--- config.mk ---
export PLATFORM = sky130hd
export DESIGN_NAME = rp_analog_top
export DESIGN_NICKNAME = d
export VERILOG_FILES = /design/src/source/rp_analog_pkg.sv /design/src/source/rp_adc_frontend.sv /design/src/source/rp_analog_top.sv /design/src/source/rp_dac_backend.sv /design/src/source/rp_reset_sync.sv
export SDC_FILE = /design/constraint.sdc
export NUM_CORES = 1
export LEC_CHECK = 0
export ABC_CLOCK_PERIOD_IN_PS = 12140
export BUFFER_PORTS_ARGS = -buffer_cell sky130_fd_sc_hd__clkbuf_2
export CELL_PAD_IN_SITES_DETAIL_PLACEMENT = 0
export CELL_PAD_IN_SITES_GLOBAL_PLACEMENT = 1
export CORE_MARGIN = 4
export CORE_UTILIZATION = 42
export CTS_BUF_LIST = sky130_fd_sc_hd__clkbuf_2 sky130_fd_sc_hd__clkbuf_4 sky130_fd_sc_hd__clkbuf_8
export CTS_CLUSTER_DIAMETER = 30
export DETAILED_ROUTE_END_ITERATION = 8
export MAX_ROUTING_LAYER = met4
export PLACE_DENSITY_LB_ADDON = 0.1
export SETUP_SLACK_MARGIN = 0.15
export SYNTH_ARGS = -nofsm -noshare
export SYNTH_HDL_FRONTEND = slang
export SYNTH_HIERARCHICAL = 1
export SYNTH_SLANG_ARGS = --single-unit
--- constraint.sdc ---
create_clock -name adc_clk -period 12.14 [get_ports adc_clk]
set_input_delay 2.428 -clock adc_clk [delete_from_list [all_inputs] [get_ports adc_clk]]
set_output_delay 2.428 -clock adc_clk [all_outputs]
set_load 0.05 [all_outputs]
--- src/source/rp_analog_pkg.sv ---
/*
  Sample formats shared by the analog data path.
  Converter codes are 14-bit negative-slope offset codes.
  The ADC word keeps two low bits reserved for a 16-bit part.
*/

`default_nettype none

package rp_analog_pkg;

  //////////////////////////////////////////////////
  // Widths
  //////////////////////////////////////////////////

  // One converter sample
  localparam int unsigned SAMPLE_W = 14;

  // Sum of two samples, one bit of headroom
  localparam int unsigned SUM_W = SAMPLE_W + 1;

  //////////////////////////////////////////////////
  // Sample types
  //////////////////////////////////////////////////

  // Two's complement sample as seen by the processing blocks
  typedef logic signed [SAMPLE_W-1:0] sample_t;

  // Offset code as driven to the DAC pins
  // Top bit equals the sample sign, lower bits inverted
  typedef logic [SAMPLE_W-1:0] dac_code_t;

  // Raw word from the ADC pins, MSB first
  typedef struct packed {
    logic [SAMPLE_W-1:0] adc_code;  // Negative-slope offset code
    logic [1:0]          reserved;  // Extra LSBs of a 16-bit converter
  } adc_raw_t;

  //////////////////////////////////////////////////
  // Constants
  //////////////////////////////////////////////////

  // Offset code of sample zero
  // Sign bit low and all 13 magnitude bits inverted
  localparam dac_code_t DAC_MIDSCALE = {1'b0, {(SAMPLE_W-1){1'b1}}};

  // Code mapping summary
  //   sample  8191 -> code 14'h0000
  //   sample     0 -> code 14'h1FFF
  //   sample    -1 -> code 14'h2000
  //   sample -8192 -> code 14'h3FFF
  // Conversion is its own inverse, so ADC and DAC use the same rule

endpackage : rp_analog_pkg

`default_nettype wire

--- src/source/rp_adc_frontend.sv ---
/*
  ADC capture stage, one register per channel.
  Reserved low bits of the raw word are dropped.
  Loopback output is combinational from dac_sum_i.
*/

`timescale 1ns/1ps
`default_nettype none

module rp_adc_frontend import rp_analog_pkg::*; #(
  parameter int unsigned CH_NUM = 2  // Channel count, 1 or more
) (
  input  logic                  adc_clk,         // Converter clock
  input  logic                  rst_n_i,         // Sync reset, active low
  input  adc_raw_t [CH_NUM-1:0] adc_raw_i,       // Raw ADC pins
  input  sample_t  [CH_NUM-1:0] dac_sum_i,       // DAC-bound samples
  input  logic                  digital_loop_i,  // Loopback select, level
  output sample_t  [CH_NUM-1:0] adc_dat_o        // Two's complement samples
);

  //////////////////////////////////////////////////
  // Code conversion
  //////////////////////////////////////////////////

  sample_t [CH_NUM-1:0] adc_conv;  // Converted, not yet registered
  sample_t [CH_NUM-1:0] adc_q;     // IO capture registers

  // Negative slope to two's complement
  // Keep the sign bit, invert the magnitude bits
  for (genvar ch = 0; ch < CH_NUM; ch++)
  begin : g_conv
    assign adc_conv[ch] = {adc_raw_i[ch].adc_code[SAMPLE_W-1],
                           ~adc_raw_i[ch].adc_code[SAMPLE_W-2:0]};
  end : g_conv

  //////////////////////////////////////////////////
  // Capture registers
  //////////////////////////////////////////////////

  // One edge from pin to output
  // Reset value is sample zero so a quiet output reads 0
  always_ff @(posedge adc_clk or negedge rst_n_i)
  begin
    if (!rst_n_i)
    begin
      adc_q <= '0;
    end
    else
    begin
      for (int ch = 0; ch < CH_NUM; ch++)
      begin
        adc_q[ch] <= adc_conv[ch];  // Reserved bits never reach here
      end
    end
  end

  //////////////////////////////////////////////////
  // Loopback select
  //////////////////////////////////////////////////

  // Loopback bypasses the capture register entirely,
  // so the DAC sum appears in the same cycle
  always_comb
  begin
    for (int ch = 0; ch < CH_NUM; ch++)
    begin
      if (digital_loop_i)
      begin
        adc_dat_o[ch] = dac_sum_i[ch];  // DAC-bound sample
      end
      else
      begin
        adc_dat_o[ch] = adc_q[ch];      // Converter sample
      end
    end
  end

endmodule : rp_adc_frontend

`default_nettype wire

--- src/source/rp_analog_top.sv ---
/*
  Two-channel analog data path, single adc_clk domain.
  Lock status and all processing samples are ports.
  Both DAC channels leave as one registered array.
*/

`timescale 1ns/1ps
`default_nettype none

module rp_analog_top import rp_analog_pkg::*; #(
  parameter int unsigned CH_NUM = 2  // Channel count, 1 or more
) (
  // Clock and reset
  input  logic                   adc_clk,         // Converter clock
  input  logic                   arst_n_i,        // Board reset, async, active low
  input  logic                   pll_locked_i,    // PLL lock status
  // Configuration
  input  logic                   digital_loop_i,  // ADC outputs show DAC sums
  // ADC side
  input  adc_raw_t  [CH_NUM-1:0] adc_raw_i,       // Raw converter words
  output sample_t   [CH_NUM-1:0] adc_dat_o,       // Acquired samples
  // DAC side
  input  sample_t   [CH_NUM-1:0] gen_dat_i,       // Generator samples
  input  sample_t   [CH_NUM-1:0] ctl_dat_i,       // Controller samples
  output dac_code_t [CH_NUM-1:0] dac_dat_o,       // DAC pin codes
  output logic                   dac_rst_o        // DAC reset, active high
);

  //////////////////////////////////////////////////
  // Local signals
  //////////////////////////////////////////////////

  logic                 rst_n;    // Synchronized reset, active low
  sample_t [CH_NUM-1:0] dac_sum;  // Saturated sums for loopback

  //////////////////////////////////////////////////
  // Reset
  //////////////////////////////////////////////////

  rp_reset_sync i_reset_sync (
    .adc_clk      (adc_clk     ),
    .arst_n_i     (arst_n_i    ),
    .pll_locked_i (pll_locked_i),  // Lock loss restarts reset
    .rst_n_o      (rst_n       )
  );

  //////////////////////////////////////////////////
  // ADC capture
  //////////////////////////////////////////////////

  rp_adc_frontend #(
    .CH_NUM (CH_NUM)
  ) i_adc_frontend (
    .adc_clk        (adc_clk       ),
    .rst_n_i        (rst_n         ),
    .adc_raw_i      (adc_raw_i     ),
    .dac_sum_i      (dac_sum       ),  // Loopback source
    .digital_loop_i (digital_loop_i),
    .adc_dat_o      (adc_dat_o     )
  );

  //////////////////////////////////////////////////
  // DAC output
  //////////////////////////////////////////////////

  // Sum is also the loopback path, so saturation
  // is decided here only
  rp_dac_backend #(
    .CH_NUM (CH_NUM)
  ) i_dac_backend (
    .adc_clk   (adc_clk  ),
    .rst_n_i   (rst_n    ),
    .gen_dat_i (gen_dat_i),
    .ctl_dat_i (ctl_dat_i),
    .dac_sum_o (dac_sum  ),  // Combinational
    .dac_dat_o (dac_dat_o),  // One cycle after inputs
    .dac_rst_o (dac_rst_o)   // One edge after rst_n
  );

endmodule : rp_analog_top

`default_nettype wire

--- src/source/rp_dac_backend.sv ---
/*
  DAC output stage, one cycle from inputs to pins.
  gen + ctl is summed in SUM_W bits and saturated to 14 bits.
  dac_sum_o is combinational and feeds the ADC loopback.
*/

`timescale 1ns/1ps
`default_nettype none

module rp_dac_backend import rp_analog_pkg::*; #(
  parameter int unsigned CH_NUM = 2  // Channel count, 1 or more
) (
  input  logic                   adc_clk,    // Converter clock
  input  logic                   rst_n_i,    // Sync reset, active low
  input  sample_t   [CH_NUM-1:0] gen_dat_i,  // Generator samples
  input  sample_t   [CH_NUM-1:0] ctl_dat_i,  // Controller samples
  output sample_t   [CH_NUM-1:0] dac_sum_o,  // Saturated sums
  output dac_code_t [CH_NUM-1:0] dac_dat_o,  // DAC pin codes, registered
  output logic                   dac_rst_o   // DAC reset, active high
);

  //////////////////////////////////////////////////
  // Sum and saturation
  //////////////////////////////////////////////////

  dac_code_t [CH_NUM-1:0] dac_code;  // Offset code before the register

  for (genvar ch = 0; ch < CH_NUM; ch++)
  begin : g_sum
    logic signed [SUM_W-1:0] sum;   // Sign-extended sum
    logic                    ovf;   // Sum left the 14-bit range

    assign sum = gen_dat_i[ch] + ctl_dat_i[ch];

    // Top two bits differ only on overflow
    assign ovf = sum[SUM_W-1] ^ sum[SUM_W-2];

    // Clamp toward the sign: 0x1FFF for positive, 0x2000 for negative
    assign dac_sum_o[ch] = ovf ? {sum[SUM_W-1], {(SAMPLE_W-1){~sum[SUM_W-1]}}}
                               : sum[SAMPLE_W-1:0];

    // Two's complement to negative-slope offset code
    assign dac_code[ch] = {dac_sum_o[ch][SAMPLE_W-1],
                           ~dac_sum_o[ch][SAMPLE_W-2:0]};
  end : g_sum

  //////////////////////////////////////////////////
  // Output registers
  //////////////////////////////////////////////////

  // Pins park at midscale while in reset
  always_ff @(posedge adc_clk or negedge rst_n_i)
  begin
    if (!rst_n_i)
    begin
      dac_dat_o <= {CH_NUM{DAC_MIDSCALE}};
    end
    else
    begin
      for (int ch = 0; ch < CH_NUM; ch++)
      begin
        dac_dat_o[ch] <= dac_code[ch];  // New sample every cycle
      end
    end
  end

  // DAC reset is the registered inverse of rst_n_i
  // Set at once, released one edge after rst_n_i rises
  always_ff @(posedge adc_clk or negedge rst_n_i)
  begin
    if (!rst_n_i)
    begin
      dac_rst_o <= 1'b1;
    end
    else
    begin
      dac_rst_o <= 1'b0;  // rst_n_i is high on this path
    end
  end

endmodule : rp_dac_backend

`default_nettype wire

--- src/source/rp_reset_sync.sv ---
/*
  Reset release for the adc_clk domain.
  Assert is asynchronous, release is two adc_clk edges after
  arst_n_i and pll_locked_i are both high. Lock loss restarts it.
*/

`timescale 1ns/1ps
`default_nettype none

module rp_reset_sync (
  input  logic adc_clk,       // Converter clock
  input  logic arst_n_i,      // Board reset, async, active low
  input  logic pll_locked_i,  // PLL lock status, level
  output logic rst_n_o        // Synchronized reset, active low
);

  //////////////////////////////////////////////////
  // Two-stage synchronizer
  //////////////////////////////////////////////////

  logic [1:0] sync_q;  // [0] first stage, [1] output stage

  // Lock is the shifted-in value, so a lost lock
  // pulls the output low on the second edge after it drops
  always_ff @(posedge adc_clk or negedge arst_n_i)
  begin
    if (!arst_n_i)
    begin
      sync_q <= 2'b00;                       // Immediate assert
    end
    else
    begin
      sync_q <= {sync_q[0], pll_locked_i};   // Shift lock status in
    end
  end

  // Single release point for the whole data path
  assign rst_n_o = sync_q[1];

endmodule : rp_reset_sync

`default_nettype wire

* Word-level counts from Yosys, hierarchy flattened
Cells that the tools add are included.
Cells by class: add/sub/neg operators 2, multiplexer cells 4, bitwise gates (word level) 8
Operator list (number):
- 14-bit two-way mux | 4
- 13-bit inverter | 4
- 14-bit by 14-bit adder with 15-bit output | 2
- 1-bit inverter | 2
- 1-bit bitwise XOR | 2
Storage, ports and cells: bits in registers 59, bits of input ports 92, output and inout bits 57, word-level logic and storage cells 20

* Depth between registers and ports, before layout
Gate-level depths: netlist of run 1.
depth in word-level cells 4, mapped depth 12, gate-level depth less buffers 11

* By module
Netlist of run 1, hierarchy kept.
By module, submodules not included:
- rp_dac_backend | instances 1, cells each 321, area each 2995.4 um^2, sequential area each 759.5 um^2
- rp_adc_frontend | instances 1, cells each 85, area each 1239.9 um^2, sequential area each 700.7 um^2
- rp_reset_sync | instances 1, cells each 2, area each 50.0 um^2, sequential area each 50.0 um^2

* Worst setup path before layout of run 1
Ideal clock, no wire load.
path type in2out, start point in gen_dat_i[0] (netlist name), end point out adc_dat_o[4] (netlist name), arrival 5058 ps, required time 9712 ps, path slack 4654 ps, stages on the path 10, buffers on the path 1, path through ha_1 -> fa_1 -> a21o_1 -> a221oi_2 -> nor4_1 -> a211oi_1 -> buf_2 -> nor3_1 -> or3_1 -> mux2_4
RTL lines:
- start: declaration | RTL line rp_analog_top.sv:23 | input sample_t [CH_NUM-1:0] gen_dat_i,
- end: declaration | RTL line rp_analog_top.sv:21 | output sample_t [CH_NUM-1:0] adc_dat_o,

==> results by group, run 1 <==
Run status
  – Outcome: finished, final reports clean

Hold path
  – Worst min-delay path category: register to asynchronous set/reset pin

Placed design
  – Buffers on Ports: 144
  – DP Worst Slack: 3.97 ns
  – Post-DP Area: 0.00502 mm^2
  – Hpwl dp: 8220 um
  – Gpl congestion: 0.873

Synthesis
  – Biggest area consumer among synthesized cells: dfrtp_1
  – Post-synthesis cell type count: 60
  – Synth top area share: 18.7%
  – Post-Syn Area: 0.00429 mm^2
  – Net count after synthesis: 530
  – Post-synth top cells: a21oi_1, dfrtp_1, inv_1
  – Synth Flop Type: dfrtp_1
  – Post-synth EDFFs: 0
  – Synth warn: 6
  – Async set or reset register ratio after synthesis: 100%
  – Syn avg cell area: 10.5 um^2
  – Seq cells post-synth: 59
  – Post-synthesis cell count: 408
  – Seq/Total Area, Yosys: 35.2%
  – Top post-synthesis cells by area: dfrtp_1, dfstp_2, ha_1

Global routing
  – Initial antenna violation count: 0
  – Vias in the first global route: 3,411
  – Total gr overflow: 0
  – GR Util All Layers: 18.8%
  – First-pass GRT wire length: 17,000 um
  – Largest net degree at the start of global routing: 42

Timing
  – Max Fclk: 0.122 GHz
  – Slew HR: 23.9%
  – # setup viols final: 0
  – RSZ-0062 raised after global routing: false
  – Final Max Slew Viols: 0
  – Final count of hold timing violations: 0
  – Worst slew pin tran: 1.13 ns
  – Setup WS post-layout: 3.92 ns
  – Min Tclk post-route: 8.22 ns
  – Total Neg Setup Slack: 0 ns
  – Worst Skew: 0.00997 ns
  – Final period utilization: 67.7%

Worst setup path
  – CP max FO: 16
  – CP Capture Type: primary output
  – Req. time, crit path: 9.71 ns
  – Kind of critical path: input port to primary output
  – Crit path from: gen_dat_i[14]
  – RR Startpoint: i_reset_sync/sync_q[1]$_DFF_PN0_
  – Crit path DAT: 5.79 ns
  – Crit start category: input port

Drt
  – Routed wire per std cell: 15.6 um
  – Drt first pass iters: 4
  – DRT iter0 DRCs: 164
  – DRC Markers: 0
  – DRT antenna net count: 0
  – Via count of the routed design: 3,468
  – Vias per Instance: 5.13
  – Routed WL: 10,600 um

Flow run
  – MaxCap Viol Count: 0

Floorplanning
  – DIE HEIGHT: 109 um
  – Die Wd: 109 um
  – FP Rows: 36
  – Die area: 0.0119 mm^2
  – I/O pin total: 149
  – Initial Utilization: 43.4%
  – Core area: 0.00986 mm^2

Power
  – Peak VDD IR: 0.0000793 V
  – P per Cell Area: 169 mW/mm^2
  – Leakage: 2.56 nW

Clock tree
  – Num Clock Sinks: 59
  – Post-CTS Hold Buffers: 0
  – Clock slew at reported path FFs: 0.07 ns
  – Post-CTS Setup Repair Bufs: 0
  – CTS Buffer Depth: 2
  – Clock Latency Late Sink: 0.33 ns
  – Cts repair resizes: 0
  – CTS tree: done
  – Total CTS buffers: 9
  – Clk root buf: clkbuf_8
  – H-tree levels: 3

Cells and area
  – Area grow syn2layout: 22.2%
  – Final nets: 660
  – Post-route design area: 0.00524 mm^2
  – Layout cells sized above 1: 43.3%
  – Diodes inserted: 0
registers in the layout, summed over array words and instances, names as in the netlist:
| signal | flops |
|---|---|
| i_adc_frontend/adc_q | 28 |
| i_dac_backend/dac_dat_o | 28 |
| i_reset_sync/sync_q | 2 |
| i_dac_backend/dac_rst_o | 1 |
worst max-delay path, stage by stage:
cell	delay, ns
clkbuf_2	0.09
ha_1	0.23
fa_1	0.46
a21o_1	0.19
a21oi_1	0.39
o21bai_1	0.11
a21oi_1	0.41
o32ai_2	0.34
inv_2	0.34
nand2_1	0.11
a21o_1	0.20
mux2_4	0.25
clkbuf_2	0.24
metrics by stage:
step	total power [mW]	std cells	hold WS (ns)	util (%)
after global placement	0.691	660	0.183	50.9
after CTS	0.894	676	0.202	53.1
final	0.886	676	0.185	53.1
after floorplan	0.606	408	0.331	-
after detailed placement	0.692	660	0.196	50.9
after global routing	0.934	676	0.225	53.1
area by class of cell:
class	count	area (um^2)
Inverter	33	124
Sequential cell	59	1510
Multi-Input combinational cell	289	2480
Fill cell	934	4630
Clock buffer	9	124
Tap cell	133	166
Clock inverter	7	92.6
Timing Repair Buffer	146	736
cell usage in the layout (no fill, tap or decap), types with 10 or more instances in the layout:
cell	instances
nor3_1	11
dfstp_2	27
xor2_1	10
dfrtp_1	31
clkbuf_2	144
ha_1	28
mux2_4	21
inv_1	32
maj3_1	25
nor2_1	11
xnor2_1	22
a21o_1	15
a21oi_1	32
power by group:
group	total (mW)	leakage [nW]	internal, mW	switching (mW)
sequential	0.254	0.657	0.244	0.0108
combinational	0.436	1.80	0.139	0.297
clock	0.195	0.101	0.115	0.0804
total	0.886	2.56	0.498	0.388
routing by layer:
metal  wire length, um  part of all wire (%)  vias to the layer above  GRT usage (%)
met4                71                  0.67                        0           4.60
met1              5680                    54                     1598           29.2
met5                 0                     0                        -              -
met3               684                   6.5                        5           3.91
met2              4130                    39                      129           24.7
li1                  -                     -                     1736              -
cells by family after synthesis:
family,share of synthesized area (%)
and+or+nand+nor,7.56
adders and majority gates,15.2
buffers and inverters,6.77
DFF,35.2
muxes,10.5
AOI/OAI and AO/OA,18.1
other,0.0875
xor gates and xnor gates,6.54
worst paths after layout:
path | to | slack (ns) | cells after the start
setup reg to reg | i_dac_backend/dac_dat_o[23]$_DFF_PN1_ | 11.08 | 1
max in group asynchronous | i_reset_sync/sync_q[1]$_DFF_PN0_ | 10.17 | 1
setup / recovery | adc_dat_o[21] | 3.92 | 13
hold / removal | i_adc_frontend/adc_q[12]$_DFF_PN0_ | 0.18 | 0
hold reg to reg | i_adc_frontend/adc_q[12]$_DFF_PN0_ | 0.18 | 0
min in group adc_clk | i_reset_sync/sync_q[1]$_DFF_PN0_ | 0.36 | 0
(Power assumes the default switching activity.)
==> run 2: changes to the inputs <==
--- a/config.mk
+++ b/config.mk
@@ -5,12 +5,12 @@
 export SDC_FILE = /design/constraint.sdc
 export NUM_CORES = 1
 export LEC_CHECK = 0
-export ABC_CLOCK_PERIOD_IN_PS = 12140
+export ABC_CLOCK_PERIOD_IN_PS = 6800
 export BUFFER_PORTS_ARGS = -buffer_cell sky130_fd_sc_hd__clkbuf_2
 export CELL_PAD_IN_SITES_DETAIL_PLACEMENT = 0
 export CELL_PAD_IN_SITES_GLOBAL_PLACEMENT = 1
 export CORE_MARGIN = 4
-export CORE_UTILIZATION = 42
+export CORE_UTILIZATION = 36
 export CTS_BUF_LIST = sky130_fd_sc_hd__clkbuf_2 sky130_fd_sc_hd__clkbuf_4 sky130_fd_sc_hd__clkbuf_8
 export CTS_CLUSTER_DIAMETER = 30
 export DETAILED_ROUTE_END_ITERATION = 8
==> constraint.sdc (replaced) <==
create_clock -name adc_clk -period 6.8 [get_ports adc_clk]
set_input_delay 1.36 -clock adc_clk [delete_from_list [all_inputs] [get_ports adc_clk]]
set_output_delay 1.36 -clock adc_clk [all_outputs]
set_load 0.05 [all_outputs]
==> results by group, run 2 (synthesis gave the netlist of run 1 again) <==
Worst setup path
  – Largest stage delay, worst path: 0.56 ns
  – CP max FO: 13
  – Req. time, crit path: 5.44 ns
  – Crit path DAT: 4.48 ns
  – Critical path buffers and inverters: 3
  – Ordered list of cells on the worst path: clkbuf_2 -> ha_1 -> a21o_1 -> a31o_1 -> o21a_1 -> or4_4 -> o211ai_2 -> o21ai_2 -> buf_4 -> o32ai_1 -> mux2_4 -> clkbuf_2
  – Slowest-stage cell, CP: or4_4
  – CP delay by family, top: compound AO/OA/AOI/OAI gates
  – Crit start category: input port
  – Most used cell, CP: clkbuf_2
  – CP Capture Type: primary output
  – Kind of critical path: input port to primary output

Global routing
  – Vias in the first global route: 3,527
  – Initial antenna violation count: 0
  – First-pass GRT wire length: 17,800 um
  – Total gr overflow: 0
  – GR Util All Layers: 17.6%
  – Largest net degree at the start of global routing: 58

Placed design
  – Post-DP Area: 0.00507 mm^2
  – Hpwl dp: 8940 um
  – Gpl congestion: 0.795
  – Buffers on Ports: 144

Timing
  – Final Max Slew Viols: 0
  – Worst slew pin tran: 1.08 ns
  – Max Fclk: 0.171 GHz
  – # setup viols final: 0
  – Total Neg Setup Slack: 0 ns
  – RSZ-0062 raised after global routing: false
  – Final count of hold timing violations: 0
  – Slew HR: 27.9%
  – Min Hold Slack: 0.365 ns
  – Min Tclk post-route: 5.84 ns
  – Final period utilization: 85.9%
  – Worst Skew: 0.00675 ns

Clock tree
  – Post-CTS Setup Repair Bufs: 0
  – Total CTS buffers: 9
  – Clock Latency Late Sink: 0.34 ns
  – Num Clock Sinks: 59
  – Cts repair resizes: 0
  – CTS Buffer Depth: 2
  – Post-CTS Hold Buffers: 0
  – Clk root buf: clkbuf_8
  – H-tree levels: 3
  – Clock slew at reported path FFs: 0.07 ns
  – CTS tree: done

Cells and area
  – Post-route design area: 0.00530 mm^2
  – Diodes inserted: 0
  – Layout cells sized above 1: 43.8%
  – Largest registers: i_adc_frontend/adc_q (28), i_dac_backend/dac_dat_o (28), i_reset_sync/sync_q (2)
  – Commonest cells after routing, fill and taps aside: clkbuf_2, inv_1, a21oi_1
  – Area grow syn2layout: 23.6%
  – Final nets: 665
  – Commonest non-fill, non-tap cell in the layout: clkbuf_2

Drt
  – Drt first pass iters: 4
  – DRT antenna net count: 0
  – Via count of the routed design: 3,538
  – Vias per Instance: 5.12
  – DRT iter0 DRCs: 218
  – Routed WL: 11,500 um
  – Routed wire per std cell: 16.7 um
  – DRC Markers: 0

Floorplanning
  – DIE HEIGHT: 117 um
  – Core area: 0.0115 mm^2
  – FP Rows: 39
  – I/O pin total: 149
  – Initial Utilization: 37.2%
  – Die area: 0.0137 mm^2
  – Die Wd: 117 um

Power
  – Leakage: 2.60 nW
  – Peak VDD IR: 0.000147 V
  – P per Cell Area: 303 mW/mm^2
  – Final Power: 1.61 mW

Hold path
  – Worst min-delay path category: register to register

Flow run
  – MaxCap Viol Count: 0

Run status
  – Outcome: finished, final reports clean
[run 2: cell types whose count changed in the layout (fill, tap and decap cells not counted), sizes merged]
cell      change
clkbuf        +2
clkinvlp      -2
buf           +5
[run 2: power by group]
group          switching (mW)  total [mW]  internal (mW)
Clock                   0.147       0.366          0.219
Sequential             0.0192       0.454          0.435
Combinational           0.531       0.787          0.255
[run 2: worst paths after layout]
path | from | end | slack (ns) | cells past startpoint
max | gen_dat_i[4] | adc_dat_o[1] | 0.96 | 12
min | i_reset_sync/sync_q[0]$_DFF_PN0_ | i_reset_sync/sync_q[1]$_DFF_PN0_ | 0.37 | 0
max reg2reg | i_reset_sync/sync_q[1]$_DFF_PN0_ | i_adc_frontend/adc_q[17]$_DFF_PN0_ | 5.89 | 1
min reg2reg | i_reset_sync/sync_q[0]$_DFF_PN0_ | i_reset_sync/sync_q[1]$_DFF_PN0_ | 0.37 | 0
max in group asynchronous | i_reset_sync/sync_q[1]$_DFF_PN0_ | i_adc_frontend/adc_q[17]$_DFF_PN0_ | 5.89 | 1
min in group asynchronous | i_reset_sync/sync_q[1]$_DFF_PN0_ | i_adc_frontend/adc_q[23]$_DFF_PN0_ | 0.41 | 1
[run 2: through the flow]
stage          instances  util, %  setup WS [ns]
2_1_floorplan        408        -           1.45
3_3_place_gp         675     44.0          0.983
3_5_place_dp         675     44.0          0.980
4_1_cts              691     46.0          0.966
5_1_grt              691     46.0          0.796
6_report             691     46.0          0.956
[run 2: layer usage]
layer	vias to the layer above	global-route usage, %	share of wire (%)
met2	110	30.2	51
met4	0	6.73	2.5
met1	1658	20.7	42
li1	1752	-	-
met3	18	3.03	4.4
met5	-	-	0
[run 2: layout make-up]
class / count / area [um^2]
multi-input combinational: 289 / 2480
sequential: 59 / 1510
timing repair buffer: 151 / 773
inverter: 33 / 124
fill: 1111 / 6220
tap: 143 / 179
clock buffer: 11 / 145
clock inverter: 5 / 77.6
